==> src/rtl/owt_pkg.sv <==
// one-wire link frame format; widths fixed by the transport receiver, cmd MSB is the opcode
package owt_pkg;

    // ====================
    // link widths
    // ====================

    // opcode bit plus 7-bit register address
    localparam int OWT_CMD_BIT_NUM  = 8;
    // two packed ADC samples
    localparam int OWT_ADCD_BIT_NUM = 20;

    // ====================
    // command opcode
    // ====================

    // carried in cmd[OWT_CMD_BIT_NUM-1]
    typedef enum logic {
        OWT_OP_READ  = 1'b0,
        OWT_OP_WRITE = 1'b1
    } owt_op_e;

    // ====================
    // received frame
    // ====================

    // ack is a single-cycle pulse per frame
    // status 1 means the receiver flagged an error
    typedef struct packed {
        logic                        ack;
        logic [OWT_CMD_BIT_NUM-1:0]  cmd;
        logic [OWT_ADCD_BIT_NUM-1:0] data;
        logic                        status;
    } owt_rx_frame_t;

endpackage

==> src/rtl/shadow_reg_pkg.sv <==
// register map of the HV die shadow copy; all shadows reset to zero, no read path
package shadow_reg_pkg;

    // ====================
    // map widths
    // ====================

    localparam int REG_AW = 7;
    localparam int REG_DW = 8;
    // one ADC sample, two per data word
    localparam int ADC_DW = 10;

    // ====================
    // mapped addresses
    // ====================

    typedef enum logic [REG_AW-1:0] {
        ADDR_EFUSE_CONFIG = 7'h06,
        ADDR_EFUSE_STATUS = 7'h07,
        ADDR_STATUS1      = 7'h08,
        ADDR_STATUS2      = 7'h0A,
        ADDR_STATUS3      = 7'h0C,
        ADDR_STATUS4      = 7'h0D,
        ADDR_BIST1        = 7'h14,
        ADDR_BIST2        = 7'h15,
        // loads both ADC shadows at once
        ADDR_ADC_DATA     = 7'h1F
    } shadow_addr_e;

    // ====================
    // write request
    // ====================

    // wen is already qualified by ack, status and opcode
    // address is not checked yet
    typedef struct packed {
        logic                  wen;
        logic [REG_AW-1:0]     addr;
        logic [2*ADC_DW-1:0]   wdata;
    } reg_wr_req_t;

    // ====================
    // shadow registers
    // ====================

    typedef struct packed {
        logic [REG_DW-1:0] efuse_config;
        logic [REG_DW-1:0] efuse_status;
        logic [REG_DW-1:0] status1;
        logic [REG_DW-1:0] status2;
        logic [REG_DW-1:0] status3;
        logic [REG_DW-1:0] status4;
        logic [REG_DW-1:0] bist1;
        logic [REG_DW-1:0] bist2;
        logic [ADC_DW-1:0] adc1;
        logic [ADC_DW-1:0] adc2;
    } shadow_regs_t;

endpackage
==> src/rtl/lv_hv_shadow_reg.sv <==
// top level of the LV shadow copy; frames consumed on arrival, no back-pressure toward the link
`timescale 1ns/10ps

module lv_hv_shadow_reg (
    input  logic                                i_clk,
    input  logic                                i_rst_n,
    input  owt_pkg::owt_rx_frame_t              i_owt_rx,
    output shadow_reg_pkg::shadow_regs_t        o_regs,
    output logic                                o_hv_reg_vld,
    output logic [shadow_reg_pkg::REG_DW-1:0]   o_hv_ang_reg_data
);

    shadow_reg_pkg::reg_wr_req_t w_wr_req;

    // ====================
    // frame capture
    // ====================

    owt_rx_capture owt_rx_capture_inst (
        .i_clk             (i_clk),
        .i_rst_n           (i_rst_n),
        .i_owt_rx          (i_owt_rx),
        .o_wr_req          (w_wr_req),
        .o_hv_reg_vld      (o_hv_reg_vld),
        .o_hv_ang_reg_data (o_hv_ang_reg_data)
    );

    // ====================
    // register bank
    // ====================

    shadow_reg_bank shadow_reg_bank_inst (
        .i_clk    (i_clk),
        .i_rst_n  (i_rst_n),
        .i_wr_req (w_wr_req),
        .o_regs   (o_regs)
    );

endmodule

==> src/rtl/owt_rx_capture.sv <==
// write request is combinational from the frame; valid and angle lag the frame by one cycle
`timescale 1ns/10ps

module owt_rx_capture (
    input  logic                                i_clk,
    input  logic                                i_rst_n,
    input  owt_pkg::owt_rx_frame_t              i_owt_rx,
    output shadow_reg_pkg::reg_wr_req_t         o_wr_req,
    output logic                                o_hv_reg_vld,
    output logic [shadow_reg_pkg::REG_DW-1:0]   o_hv_ang_reg_data
);

    owt_pkg::owt_op_e rx_op;

    // ====================
    // frame qualification
    // ====================

    assign rx_op = owt_pkg::owt_op_e'(i_owt_rx.cmd[owt_pkg::OWT_CMD_BIT_NUM-1]);

    // erroneous frames and reads never reach the bank
    assign o_wr_req.wen   = i_owt_rx.ack & ~i_owt_rx.status & (rx_op == owt_pkg::OWT_OP_WRITE);
    assign o_wr_req.addr  = i_owt_rx.cmd[shadow_reg_pkg::REG_AW-1:0];
    assign o_wr_req.wdata = i_owt_rx.data;

    // ====================
    // delayed outputs
    // ====================

    // pulses for every acked frame, rejected ones too
    always_ff @(posedge i_clk or negedge i_rst_n) begin
        if (!i_rst_n) begin
            o_hv_reg_vld <= 1'b0;
        end else begin
            o_hv_reg_vld <= i_owt_rx.ack;
        end
    end

    // sampled every cycle regardless of ack
    always_ff @(posedge i_clk or negedge i_rst_n) begin
        if (!i_rst_n) begin
            o_hv_ang_reg_data <= '0;
        end else begin
            o_hv_ang_reg_data <= i_owt_rx.data[shadow_reg_pkg::REG_DW-1:0];
        end
    end

endmodule

==> src/rtl/shadow_reg_bank.sv <==
// unmapped addresses are ignored silently; ADC address loads both samples from one frame
`timescale 1ns/10ps

module shadow_reg_bank (
    input  logic                            i_clk,
    input  logic                            i_rst_n,
    input  shadow_reg_pkg::reg_wr_req_t     i_wr_req,
    output shadow_reg_pkg::shadow_regs_t    o_regs
);

    shadow_reg_pkg::shadow_addr_e   wr_addr;
    shadow_reg_pkg::shadow_regs_t   regs_d;
    shadow_reg_pkg::shadow_regs_t   regs_q;
    logic [shadow_reg_pkg::REG_DW-1:0] wr_byte;
    logic [shadow_reg_pkg::ADC_DW-1:0] wr_adc_lo;
    logic [shadow_reg_pkg::ADC_DW-1:0] wr_adc_hi;

    assign wr_addr = shadow_reg_pkg::shadow_addr_e'(i_wr_req.addr);

    // ====================
    // data slices
    // ====================

    assign wr_byte   = i_wr_req.wdata[shadow_reg_pkg::REG_DW-1:0];
    assign wr_adc_lo = i_wr_req.wdata[shadow_reg_pkg::ADC_DW-1:0];
    // ADC2 sits in the upper half of the data word
    assign wr_adc_hi = i_wr_req.wdata[2*shadow_reg_pkg::ADC_DW-1 -: shadow_reg_pkg::ADC_DW];

    // ====================
    // address decode
    // ====================

    always_comb begin
        regs_d = regs_q;
        if (i_wr_req.wen) begin
            case (wr_addr)
                shadow_reg_pkg::ADDR_EFUSE_CONFIG: begin
                    regs_d.efuse_config = wr_byte;
                end
                shadow_reg_pkg::ADDR_EFUSE_STATUS: begin
                    regs_d.efuse_status = wr_byte;
                end
                shadow_reg_pkg::ADDR_STATUS1: begin
                    regs_d.status1 = wr_byte;
                end
                shadow_reg_pkg::ADDR_STATUS2: begin
                    regs_d.status2 = wr_byte;
                end
                shadow_reg_pkg::ADDR_STATUS3: begin
                    regs_d.status3 = wr_byte;
                end
                shadow_reg_pkg::ADDR_STATUS4: begin
                    regs_d.status4 = wr_byte;
                end
                shadow_reg_pkg::ADDR_BIST1: begin
                    regs_d.bist1 = wr_byte;
                end
                shadow_reg_pkg::ADDR_BIST2: begin
                    regs_d.bist2 = wr_byte;
                end
                shadow_reg_pkg::ADDR_ADC_DATA: begin
                    // both samples in the same cycle
                    regs_d.adc1 = wr_adc_lo;
                    regs_d.adc2 = wr_adc_hi;
                end
                default: begin
                    // unmapped, hold everything
                end
            endcase
        end
    end

    // ====================
    // shadow storage
    // ====================

    always_ff @(posedge i_clk or negedge i_rst_n) begin
        if (!i_rst_n) begin
            regs_q <= '0;
        end else begin
            regs_q <= regs_d;
        end
    end

    assign o_regs = regs_q;

endmodule

==> config.mk <==
export PLATFORM = sky130hd
export DESIGN_NAME = lv_hv_shadow_reg
export DESIGN_NICKNAME = d
export VERILOG_FILES = /design/src/rtl/owt_pkg.sv /design/src/rtl/shadow_reg_pkg.sv /design/src/rtl/lv_hv_shadow_reg.sv /design/src/rtl/owt_rx_capture.sv /design/src/rtl/shadow_reg_bank.sv
export SDC_FILE = /design/constraint.sdc
export NUM_CORES = 1
export LEC_CHECK = 0
export BUFFER_PORTS_ARGS = -buffer_cell sky130_fd_sc_hd__buf_2
export CORE_MARGIN = 2
export CORE_UTILIZATION = 50
export CTS_BUF_LIST = sky130_fd_sc_hd__clkbuf_4 sky130_fd_sc_hd__clkbuf_8 sky130_fd_sc_hd__clkbuf_16
export DETAILED_ROUTE_END_ITERATION = 8
export GPL_TIMING_DRIVEN = 0
export PLACE_DENSITY_LB_ADDON = 0.3
export REMOVE_ABC_BUFFERS = 1
export SETUP_SLACK_MARGIN = 0.3
export SYNTH_ARGS = -nofsm -noshare
export SYNTH_HDL_FRONTEND = slang
export SYNTH_SLANG_ARGS = --single-unit
export TNS_END_PERCENT = 30
==> constraint.sdc <==
create_clock -name i_clk -period 1.3 [get_ports i_clk]
set_clock_uncertainty 0.05 [all_clocks]
set_input_delay 0.195 -clock i_clk [delete_from_list [all_inputs] [get_ports i_clk]]
set_output_delay 0.195 -clock i_clk [all_outputs]
set_load 0.01 [all_outputs]
# [Word-level counts from Yosys, hierarchy flattened]
# Index checks and enable logic that the tools add are counted.
[op_classes] n_eq_ne=9 mux=0 n_mul=0 bitwise=3 n_shift=0 n_div=0 n_lt_le_gt_ge=0 n_reduce_logical=9 add_sub_neg=0
[ops] cell="$eq 7x4->1 const B" count=4
[ops] cell="$eq 7x5->1 const B" count=3
[ops] cell="$reduce_and 2->1" count=9
[ops] cell="$eq 7x3->1 const B" count=2
[ops] cell="$and 1x1->1" count=2
[ops] cell="$not 1->1" count=1
[totals] output_inout_bits=93 ramBits=0 mem_bits_ro=0 latchBits=0 memories=0 regBits=93

# [Longest topological paths before layout]
# Gate-level depths: netlist of the first run.
[depth] depth_word=4 depth_mapped=4

# [Modules after synthesis]
# Synthesis of the first run repeated with hierarchy kept, for this count alone.
[unflattened] hier_cells=228 area_unflattened_um2=3664.8
[modules_own_cells] mod="shadow_reg_bank" instances=1 area_per_inst_um2=3228.1 cells_per_inst=191
[modules_own_cells] mod="owt_rx_capture" instances=1 area_per_inst_um2=436.7 cells_per_inst=37

# [Worst setup path after synthesis of the first run]
# OpenSTA, ideal clock, no wires.
[synth_path] kind="input -> register" startpoint="input i_owt_rx[26] (netlist bit)" endpoint="register shadow_reg_bank_inst.regs_q, in the netlist shadow_reg_bank_inst.o_regs[20]" path_slack_ns=-0.428 required_time_ns=1.125 setup_time_ns=0.125 path_buffers=1 stages=4 arrival_ns=1.553 cell_sequence="or3b_4 > or4_4 > buf_6 > mux2_4"
[synth_between] elab_chain_len=2
[synth_lines] element="start, declared" line="lv_hv_shadow_reg.sv:7" rtl="input owt_pkg::owt_rx_frame_t i_owt_rx,"
[synth_lines] element="$eq 7x5->1" line="shadow_reg_bank.sv:36" rtl="case (wr_addr)"
[synth_lines] element="$reduce_and 2->1 (no source line)"
[synth_lines] element="end signal, assigned" line="shadow_reg_bank.sv:81" rtl="regs_q <= regs_d;"
[synth_lines] element="end, declared" line="shadow_reg_bank.sv:13" rtl="shadow_reg_pkg::shadow_regs_t regs_q;"
# No other way between the ends.
# A chain may end at the register's enable or synchronous reset.

# [Worst setup path after layout of the first run]
[layout_path] startpoint="input i_owt_rx[27] (netlist bit)" endpoint="register shadow_reg_bank_inst.regs_q, in the netlist shadow_reg_bank_inst.o_regs[20]"
# Same word-level chain as after synthesis.

==> results.cfg, run 1 <==
[logic_synthesis]
synth_top_area_cell = dfrtp_1
synth_edf_count = 0
yosysWarnings = 0
yosys-top-cells-area = dfrtp_1 66%, mux2_2 24%, mux2_4 3.4%
synthFlopType = dfrtp_1
netlist_top_cells_count = 93 x dfrtp_1, 76 x mux2_2, 8 x mux2_4
yosysSeqAreaShare = 0.663
synth_cell_types = 20
ys_async_sr_fraction = 1.00
synth-seq-cells = 93
synth_top_area_frac = 0.663
syn-cell-area_um2 = 3510
synth_most_common_cell = dfrtp_1
synth_area_per_cell_um2 = 17.5
synthesis.instances = 201

[routing]
drt_wl_total_mm = 8.27
routedWlPerCell_um = 18.3
via_per_inst = 5.06
drc_errors = 0
dr.first_iter.drc_count = 77
drtAntennaViolNets = 0
firstDrtPassIters = 4
vias = 2289

[global_route]
grt_util_all_layers = 0.218
grt_overflow_total = 0
grt_max_degree = 49
grt_pass1_wl_mm = 12.5
antenna_found_initial = 0
grt_pass1_vias = 2397

[pwr]
p_seq_frac = 0.557
swShare = 0.230
p_comb_frac = 0.088
ir_drop_uv = 853
switchingPower_w = 0.00125
power.leakage_nw = 2.74
intPower_w = 0.00417
power_w = 0.00542
p_per_area_nw_per_um2 = 1090
p_clk_frac = 0.355

[critical_path]
path_depth = 4
rrSetupSlack_ns = 0.46
path_delay_family = simple AND/OR/NAND/NOR gates
end_kind = register
critPathBufInv = 1
critPathKind = in2reg
critPathRequiredTime_ns = 1.48
cpPeakStageDelay_ns = 0.63
reg2regPathDepth = 1
cp_slowest_cell = or4_4
worstPathArrival_ns = 1.67
cp-start-kind = input pin
crit_path_max_fanout = 8
path_cells = buf_8, or3b_4, or4_4, mux2_4

[hold_path]
hp-class = in2async

[die]
dieArea_um2 = 7710
die_x_um = 87.8
num_rows = 30
fp.dieH_um = 87.8
initial_utilization = 0.517
core_area_um2 = 6790
ios = 125

[timing]
period_share = 1.14
grt_setup_unrepaired = yes
layout_setup_ws_ns = -0.187
max-slew-margin-rel = 0.601
holdWs_ns = -0.206
maxSlewViolCount = 0
worst_pin_slew_ns = 0.598
finalCriticalPeriod_ns = 1.49
finalHoldViolations = 45
final-setup-viol-count = 36
fmax_mhz = 673

[layout]
nFillCells = 432
nets = 383
drive_above_1_share = 0.691
num_antenna_cells = 0
area_growth_pct = 41.5

[clocking]
cts-root-buf = clkbuf_8
clock_sinks = 93
numCtsBuffers = 9
cts.clk_slew.worst_paths_ns = 0.08
insertion_delay_ns = 0.35
cts_max_path_buffers = 2
cts_tree = done
htree_levels = 3

[outcome]
status = complete, but fails checks
violations = negative hold slack, negative setup slack

[place]
gp_congestion = 0.755
hpwlAfterDp_mm = 5.47
portBuffers = 124

[job]
maxCapViolCount = 0
==> layout by cell type (no fill, tap or decap), types with 2 or more instances in the layout <==
master | netlist | final
buf_2 | 2 | 97
dfrtp_1 | 93 | 93
mux2_2 | 76 | 47
mux2_4 | 8 | 37
buf_6 | 1 | 29
clkbuf_8 | 0 | 10
buf_4 | 0 | 7
dlygate4sd3_1 | 0 | 4
nand4_1 | 3 | 3
nor4_4 | 1 | 2
and3b_1 | 2 | 2
nand4b_1 | 2 | 2
nand3_2 | 0 | 2
nor2b_1 | 2 | 2
clkinv_4 | 0 | 2
buf_16 | 0 | 2
buf_8 | 0 | 2
==> registers in the layout (all words and copies together) (netlist names) <==
name,count
owt_rx_capture_inst.o_hv_reg_vld,1
owt_rx_capture_inst.o_hv_ang_reg_data,8
shadow_reg_bank_inst.o_regs,84
==> cells by family after synthesis <==
| family | count (synthesis) | share of synthesized area |
|---|---|---|
| flops | 93 | 0.663 |
| mux | 84 | 0.278 |
| simple gates | 20 | 0.0517 |
| buf+inv | 4 | 0.00713 |
==> per-layer routing <==
layer | global-route usage | routed length, um
met5 | 0 | 0
met4 | 0.0727 | 114
met2 | 0.337 | 4140
met1 | 0.298 | 3570
met3 | 0.0660 | 443
==> final cells by class <==
cell class / instances / area [um2] / share of cell area
Clock buffer: 11 / 145 / 0.0292
Clock inverter: 5 / 60.1 / 0.0121
Inverter: 1 / 3.75 / 0.000756
Multi-Input combinational cell: 104 / 1300 / 0.262
Sequential cell: 93 / 2330 / 0.469
Tap cell: 96 / 120 / 0.0242
Timing Repair Buffer: 142 / 1010 / 0.203
==> worst paths after layout <==
| kind | endpoint | startpoint |
|---|---|---|
| min in group i_clk | shadow_reg_bank_inst.o_regs[8]$_DFFE_PN0P_ | i_owt_rx[19] |
| hold / removal | shadow_reg_bank_inst.o_regs[69]$_DFFE_PN0P_ | i_rst_n |
| setup reg to reg | shadow_reg_bank_inst.o_regs[28]$_DFFE_PN0P_ | shadow_reg_bank_inst.o_regs[28]$_DFFE_PN0P_ |
| hold reg to reg | shadow_reg_bank_inst.o_regs[69]$_DFFE_PN0P_ | shadow_reg_bank_inst.o_regs[69]$_DFFE_PN0P_ |
| max in group asynchronous | shadow_reg_bank_inst.o_regs[82]$_DFFE_PN0P_ | i_rst_n |
| setup / recovery | shadow_reg_bank_inst.o_regs[20]$_DFFE_PN0P_ | i_owt_rx[27] |
==> metrics by stage <==
| step | setup slack [ns] | utilization | cells | setup TNS [ns] | instance area, um2 |
|---|---|---|---|---|---|
| floorplan | -1.95 | - | 198 | -48.33 | 3490 |
| global placement | -3.10 | 0.622 | 418 | -167.72 | 4230 |
| detailed placement | -1.09 | 0.631 | 421 | -50.97 | 4280 |
| CTS | -0.185 | 0.706 | 448 | -5.13 | 4800 |
| global route | -0.182 | 0.731 | 452 | -5.03 | 4970 |
| finish | -0.187 | 0.731 | 452 | -4.69 | 4970 |
==> power by group through the flow <==
stage	Clock, W	Combinational [W]	Sequential [W]
3_3_place_gp	0	0.000385	0.00306
5_1_grt	0.00212	0.000520	0.00303
2_1_floorplan	0	0.0000906	0.00311
4_1_cts	0.00197	0.000449	0.00301
6_report	0.00192	0.000476	0.00302
3_5_place_dp	0	0.000407	0.00307
==> repair_timing <==
item	in CTS	in global routing
pin swaps	9	3
setup buffers	9	1
hold buffers	1	3
endpoints found under the setup margin	177	177
endpoints found under the hold margin	46	48
gates resized for setup	42	26
gates cloned	1	0
No activity file was read; power rests on OpenSTA's default activity.
==> run 2: changes to the inputs <==
--- a/config.mk
+++ b/config.mk
@@ -5,7 +5,7 @@
 export SDC_FILE = /design/constraint.sdc
 export NUM_CORES = 1
 export LEC_CHECK = 0
-export BUFFER_PORTS_ARGS = -buffer_cell sky130_fd_sc_hd__buf_2
+export BUFFER_PORTS_ARGS = -buffer_cell sky130_fd_sc_hd__buf_4
 export CORE_MARGIN = 2
 export CORE_UTILIZATION = 50
 export CTS_BUF_LIST = sky130_fd_sc_hd__clkbuf_4 sky130_fd_sc_hd__clkbuf_8 sky130_fd_sc_hd__clkbuf_16
==> run 2 against run 1 <==
  * The run still ends with negative hold slack, negative setup slack left
  * Die area stayed put
  * Maximum frequency decreased by 2.0%
  * Global-route usage grew 2.2 points
  * Worst setup slack got worse by 0.030 ns
  * Non-clock buffer count is 6 higher
  * Critical endpoint is now shadow_reg_bank_inst.o_regs[22]$_DFFE_PN0P_
==> results.cfg, run 2 (synthesized netlist as in run 1, its figures left out) <==
[outcome]
status = complete, but fails checks
violations = negative hold slack, negative setup slack

[die]
ios = 125
core_area_um2 = 6790
fp.dieH_um = 87.8
num_rows = 30
initial_utilization = 0.517
dieArea_um2 = 7710
die_x_um = 87.8

[routing]
firstDrtPassIters = 4
drt_wl_total_mm = 8.87
dr.first_iter.drc_count = 144
drc_errors = 0
dr_wl_met2_mm = 4.50
top_layer_used = met4
routedWlPerCell_um = 19.4
vias = 2344
wl_met3_um = 562
wl_met1_mm = 3.71
via_per_inst = 5.12
drtAntennaViolNets = 0

[pwr]
power.leakage_nw = 2.90
power_w = 0.00579
ir_drop_uv = 832
p_per_area_nw_per_um2 = 1040

[clocking]
insertion_delay_ns = 0.34
htree_levels = 3
cts_tree = done
clock_sinks = 93
cts_max_path_buffers = 2
cts-root-buf = clkbuf_8
numCtsBuffers = 9
cts.clk_slew.worst_paths_ns = 0.09

[global_route]
grt_pass1_vias = 2589
antenna_found_initial = 0
grt_overflow_total = 0
grt_pass1_wl_mm = 13.7
grt_max_degree = 94
grt_util_all_layers = 0.241

[place]
hpwlAfterDp_mm = 5.48
gp_congestion = 0.765
place_ws_ns = -0.966
placedCellCount = 420
portBuffers = 124

[layout]
nets = 389
drive_above_1_share = 0.682
area_growth_pct = 59.2
final_common_cell = buf_6
finalNonFillerCells = 458
final_util = 0.822
largest_register_ffs = 84
final_cell_mix = 100 x buf_6, 93 x dfrtp_1, 45 x mux2_4
num_antenna_cells = 0

[timing]
fmax_mhz = 659
maxSlewViolCount = 0
final-setup-viol-count = 38
period_share = 1.17
finalHoldViolations = 93
max-slew-margin-rel = 0.449
grt_setup_unrepaired = yes
holdWs_ns = -0.151
worst_pin_slew_ns = 0.826
finalCriticalPeriod_ns = 1.52
layout_setup_ws_ns = -0.217

[critical_path]
r2r_end = shadow_reg_bank_inst.o_regs[7]$_DFFE_PN0P_
cp_slowest_cell = or4_4
reg2regPathDepth = 1
worstPathArrival_ns = 1.69
end_kind = register
cpPeakStageDelay_ns = 0.65
path_cells = buf_8, or3b_4, or4_4, mux2_4
crit_path_max_fanout = 8
rrSetupSlack_ns = 0.46
cp-start-kind = input pin
r2r_start = shadow_reg_bank_inst.o_regs[7]$_DFFE_PN0P_
critPathRequiredTime_ns = 1.47
critPathKind = in2reg

[hold_path]
hp-class = in2async

[job]
maxCapViolCount = 0
[run 2: cell types whose count changed in the layout (fill, tap and decap cells not counted), moves of 2 or more]
cell	previous run	this run
clkinv_4	2	0
dlygate4sd3_1	4	10
mux2_4	37	45
buf_4	7	34
buf_2	97	0
buf_6	29	100
mux2_2	47	39
[run 2: per-layer routing]
metal / vias to the layer above / global-route usage
met5: - / 0
met4: 0 / 0.0783
met3: 7 / 0.0707
met2: 80 / 0.388
met1: 1214 / 0.316
li1: 1043 / -
[run 2: repair_timing]
action / in CTS / in global routing
gates cloned: 1 / 0
hold buffers: 8 / 2
pin swaps: 8 / 5
setup endpoints to repair: 177 / 270
hold endpoints to repair: 8 / 95
setup buffers: 8 / 3
gates resized for setup: 125 / 26
[run 2: power breakdown]
| group | total [W] | leakage [nW] | internal (W) | switching, W |
|---|---|---|---|---|
| sequential | 0.00303 | 1.27 | 0.00297 | 0.0000602 |
| combinational | 0.000587 | 1.51 | 0.000334 | 0.000253 |
| clock | 0.00217 | 0.116 | 0.00119 | 0.000978 |
[run 2: critical path, delay by kind of cell]
kind | cells | cell delay [ns]
mux | 1 | 0.34
buf+inv | 1 | 0.10
simple gates | 2 | 1.06
[run 2: how the worst max path moves through the flow]
stage / start / to / slack (ns) / cells after the start
3_5_place_dp: i_owt_rx[26] / shadow_reg_bank_inst.o_regs[12]$_DFFE_PN0P_ / -0.97 / 6
2_1_floorplan: i_owt_rx[26] / shadow_reg_bank_inst.o_regs[0]$_DFFE_PN0P_ / -1.95 / 3
6_report: i_owt_rx[26] / shadow_reg_bank_inst.o_regs[22]$_DFFE_PN0P_ / -0.22 / 4
3_3_place_gp: i_owt_rx[26] / shadow_reg_bank_inst.o_regs[12]$_DFFE_PN0P_ / -2.95 / 4
4_1_cts: i_owt_rx[27] / shadow_reg_bank_inst.o_regs[22]$_DFFE_PN0P_ / -0.20 / 4
5_1_grt: i_owt_rx[26] / shadow_reg_bank_inst.o_regs[22]$_DFFE_PN0P_ / -0.21 / 4
[run 2: per-stage QoR]
step,area [um2],TNS (ns)
final,5590,-3.57
after global routing,5590,-5.92
after CTS,5430,-4.21
after detailed placement,4560,-48.70
after global placement,4540,-88.87
after floorplan,3490,-48.33
[run 2: area by class of cell]
type	instances	area, um2
well taps	96	120
clock buffers	11	151
clock inverters	5	81.3
flip-flops and latches	93	2330
multi-input cells	104	1350
fillers	350	1210
inverters	1	3.75
repair buffers	148	1550
==> run 3: changes to the inputs <==
--- a/config.mk
+++ b/config.mk
@@ -6,15 +6,14 @@
 export NUM_CORES = 1
 export LEC_CHECK = 0
 export BUFFER_PORTS_ARGS = -buffer_cell sky130_fd_sc_hd__buf_4
-export CORE_MARGIN = 2
+export CORE_MARGIN = 5
 export CORE_UTILIZATION = 50
 export CTS_BUF_LIST = sky130_fd_sc_hd__clkbuf_4 sky130_fd_sc_hd__clkbuf_8 sky130_fd_sc_hd__clkbuf_16
 export DETAILED_ROUTE_END_ITERATION = 8
 export GPL_TIMING_DRIVEN = 0
 export PLACE_DENSITY_LB_ADDON = 0.3
-export REMOVE_ABC_BUFFERS = 1
 export SETUP_SLACK_MARGIN = 0.3
 export SYNTH_ARGS = -nofsm -noshare
 export SYNTH_HDL_FRONTEND = slang
 export SYNTH_SLANG_ARGS = --single-unit
-export TNS_END_PERCENT = 30
+export TNS_END_PERCENT = 50
==> run 3 against run 2 <==
  * The flow still finishes with violations (negative hold slack, negative setup slack)
  * Critical endpoint is now shadow_reg_bank_inst.o_regs[27]$_DFFE_PN0P_
  * Highest routed layer unchanged
  * Register-to-register slack worse by 0.15 ns
  * Via count rose by 4.4%
  * Hold slack better by 0.016 ns
  * Clock power shrank 11%
  * Critical path type unchanged
  * Final cell count grew 5.2%
  * Sequential power is essentially flat
  * Power is 3.2% lower
  * Critical path depth increased by 1
  * Wire length is 11% higher
  * Sequential cell count did not move
  * Global-route usage shrank 3.1 points
  * First-iteration DRC count down 48%
==> results.cfg, run 3 (synthesized netlist as in run 1, its figures left out) <==
[clocking]
cts-root-buf = clkbuf_8
insertion_delay_ns = 0.35
cts_max_path_buffers = 2
numCtsBuffers = 9
clock_sinks = 93
cts.clk_slew.worst_paths_ns = 0.08
cts_tree = done
ctsHoldBuffers = 9
htree_levels = 3

[global_route]
grt_pass1_vias = 2659
grt_max_degree = 94
gr-usage-met3 = 0.0649
grt_util_all_layers = 0.209
met2_usage = 0.356
grt_overflow_total = 0
grt_pass1_wl_mm = 14.1
grt-busiest-layer = met2
antenna_found_initial = 0
grtUsageMet1 = 0.251

[timing]
worst_pin_slew_ns = 0.813
fmax_mhz = 657
maxSlewViolCount = 0
finalCriticalPeriod_ns = 1.52
period_share = 1.17
layout_setup_ws_ns = -0.223
holdWs_ns = -0.135
max-slew-margin-rel = 0.458
final-setup-viol-count = 36
finalHoldViolations = 93
finalSetupTns_ns = -5.94
grt_setup_unrepaired = yes

[critical_path]
crit_path_max_fanout = 8
worstPathArrival_ns = 1.71
cp-start-kind = input pin
critPathRequiredTime_ns = 1.49
critPathKind = in2reg
end_kind = register
rrSetupSlack_ns = 0.31

[layout]
area_growth_pct = 67.0
drive_above_1_share = 0.705
final_common_cell = buf_6
final_cell_mix = 106 x buf_6, 93 x dfrtp_1, 74 x mux2_4
finalNonFillerCells = 482
num_antenna_cells = 0
nets = 413
largest_register_ffs = 84

[pwr]
p_comb_frac = 0.113
intPower_w = 0.00430
power.leakage_nw = 3.14
p_per_area_nw_per_um2 = 957
p_clk_frac = 0.345
swShare = 0.233
ir_drop_uv = 745
p_seq_frac = 0.542
switchingPower_w = 0.00131

[routing]
dr.first_iter.drc_count = 75
via_per_inst = 5.08
drt_wl_total_mm = 9.85
firstDrtPassIters = 4
vias = 2447
routedWlPerCell_um = 20.4
drtAntennaViolNets = 0
drc_errors = 0

[die]
num_rows = 30
dieArea_um2 = 8790
die_x_um = 93.8
fp.dieH_um = 93.8
initial_utilization = 0.514
ios = 125
core_area_um2 = 6830

[hold_path]
hp-class = in2async

[outcome]
violations = negative hold slack, negative setup slack
status = complete, but fails checks

[place]
gp_congestion = 0.706
portBuffers = 124
placedCellCount = 421
hpwlAfterDp_mm = 5.54

[logic_synthesis]
synth_nets = 233

[job]
maxCapViolCount = 0
[run 3: what timing repair did]
action,CTS,global route
gates cloned,1,0
resized for setup,115,68
setup buffers,15,20
hold endpoints to repair,9,93
setup endpoints to repair,177,270
pin swaps,9,6
[run 3: critical path, cell delays in order]
cell and delay, ns:
buf_8 0.10, or3b_4 0.41, or4_4 0.54, buf_8 0.16, mux2_4 0.30
[run 3: power by group through the flow]
stage / clock network [W] / registers (W) / logic, W
after global placement: 0 / 0.00307 / 0.000458
after floorplan: 0 / 0.00311 / 0.0000951
final: 0.00193 / 0.00304 / 0.000636
after detailed placement: 0 / 0.00307 / 0.000468
after global routing: 0.00206 / 0.00305 / 0.000680
after CTS: 0.00192 / 0.00303 / 0.000561
[run 3: metal layers]
metal  wire, um  vias to the layer above
met4        116                        0
li1           -                     1090
met3        723                       12
met1       3950                     1247
met2       5060                       98
met5          0                        -
[run 3: final timing paths]
kind,startpoint,to,cells after the start
setup / recovery,i_owt_rx[26],shadow_reg_bank_inst.o_regs[27]$_DFFE_PN0P_,5
hold / removal,i_rst_n,owt_rx_capture_inst.o_hv_ang_reg_data[1]$_DFF_PN0_,1
setup reg to reg,shadow_reg_bank_inst.o_regs[30]$_DFFE_PN0P_,shadow_reg_bank_inst.o_regs[30]$_DFFE_PN0P_,2
hold reg to reg,shadow_reg_bank_inst.o_regs[48]$_DFFE_PN0P_,shadow_reg_bank_inst.o_regs[48]$_DFFE_PN0P_,1
max in group asynchronous,i_rst_n,shadow_reg_bank_inst.o_regs[49]$_DFFE_PN0P_,1
min in group i_clk,i_owt_rx[17],shadow_reg_bank_inst.o_regs[6]$_DFFE_PN0P_,2
[run 3: per-stage QoR]
step | instance area [um2] | total power (W) | utilization | worst slack [ns]
detailed placement | 4600 | 0.00354 | 0.673 | -0.771
CTS | 5440 | 0.00551 | 0.797 | -0.202
global route | 5860 | 0.00579 | 0.858 | -0.232
floorplan | 3550 | 0.00321 | - | -0.428
finish | 5860 | 0.00560 | 0.858 | -0.223
global placement | 4600 | 0.00353 | 0.673 | -0.806
[run 3: cell type report]
cell class	count	area, um2
fillers	307	972
well taps	96	120
clock inverters	5	50.0
clock buffers	11	145
plain buffers	3	46.3
repair buffers	169	1700
inverters	1	3.75
flip-flops and latches	93	2330
multi-input cells	104	1470
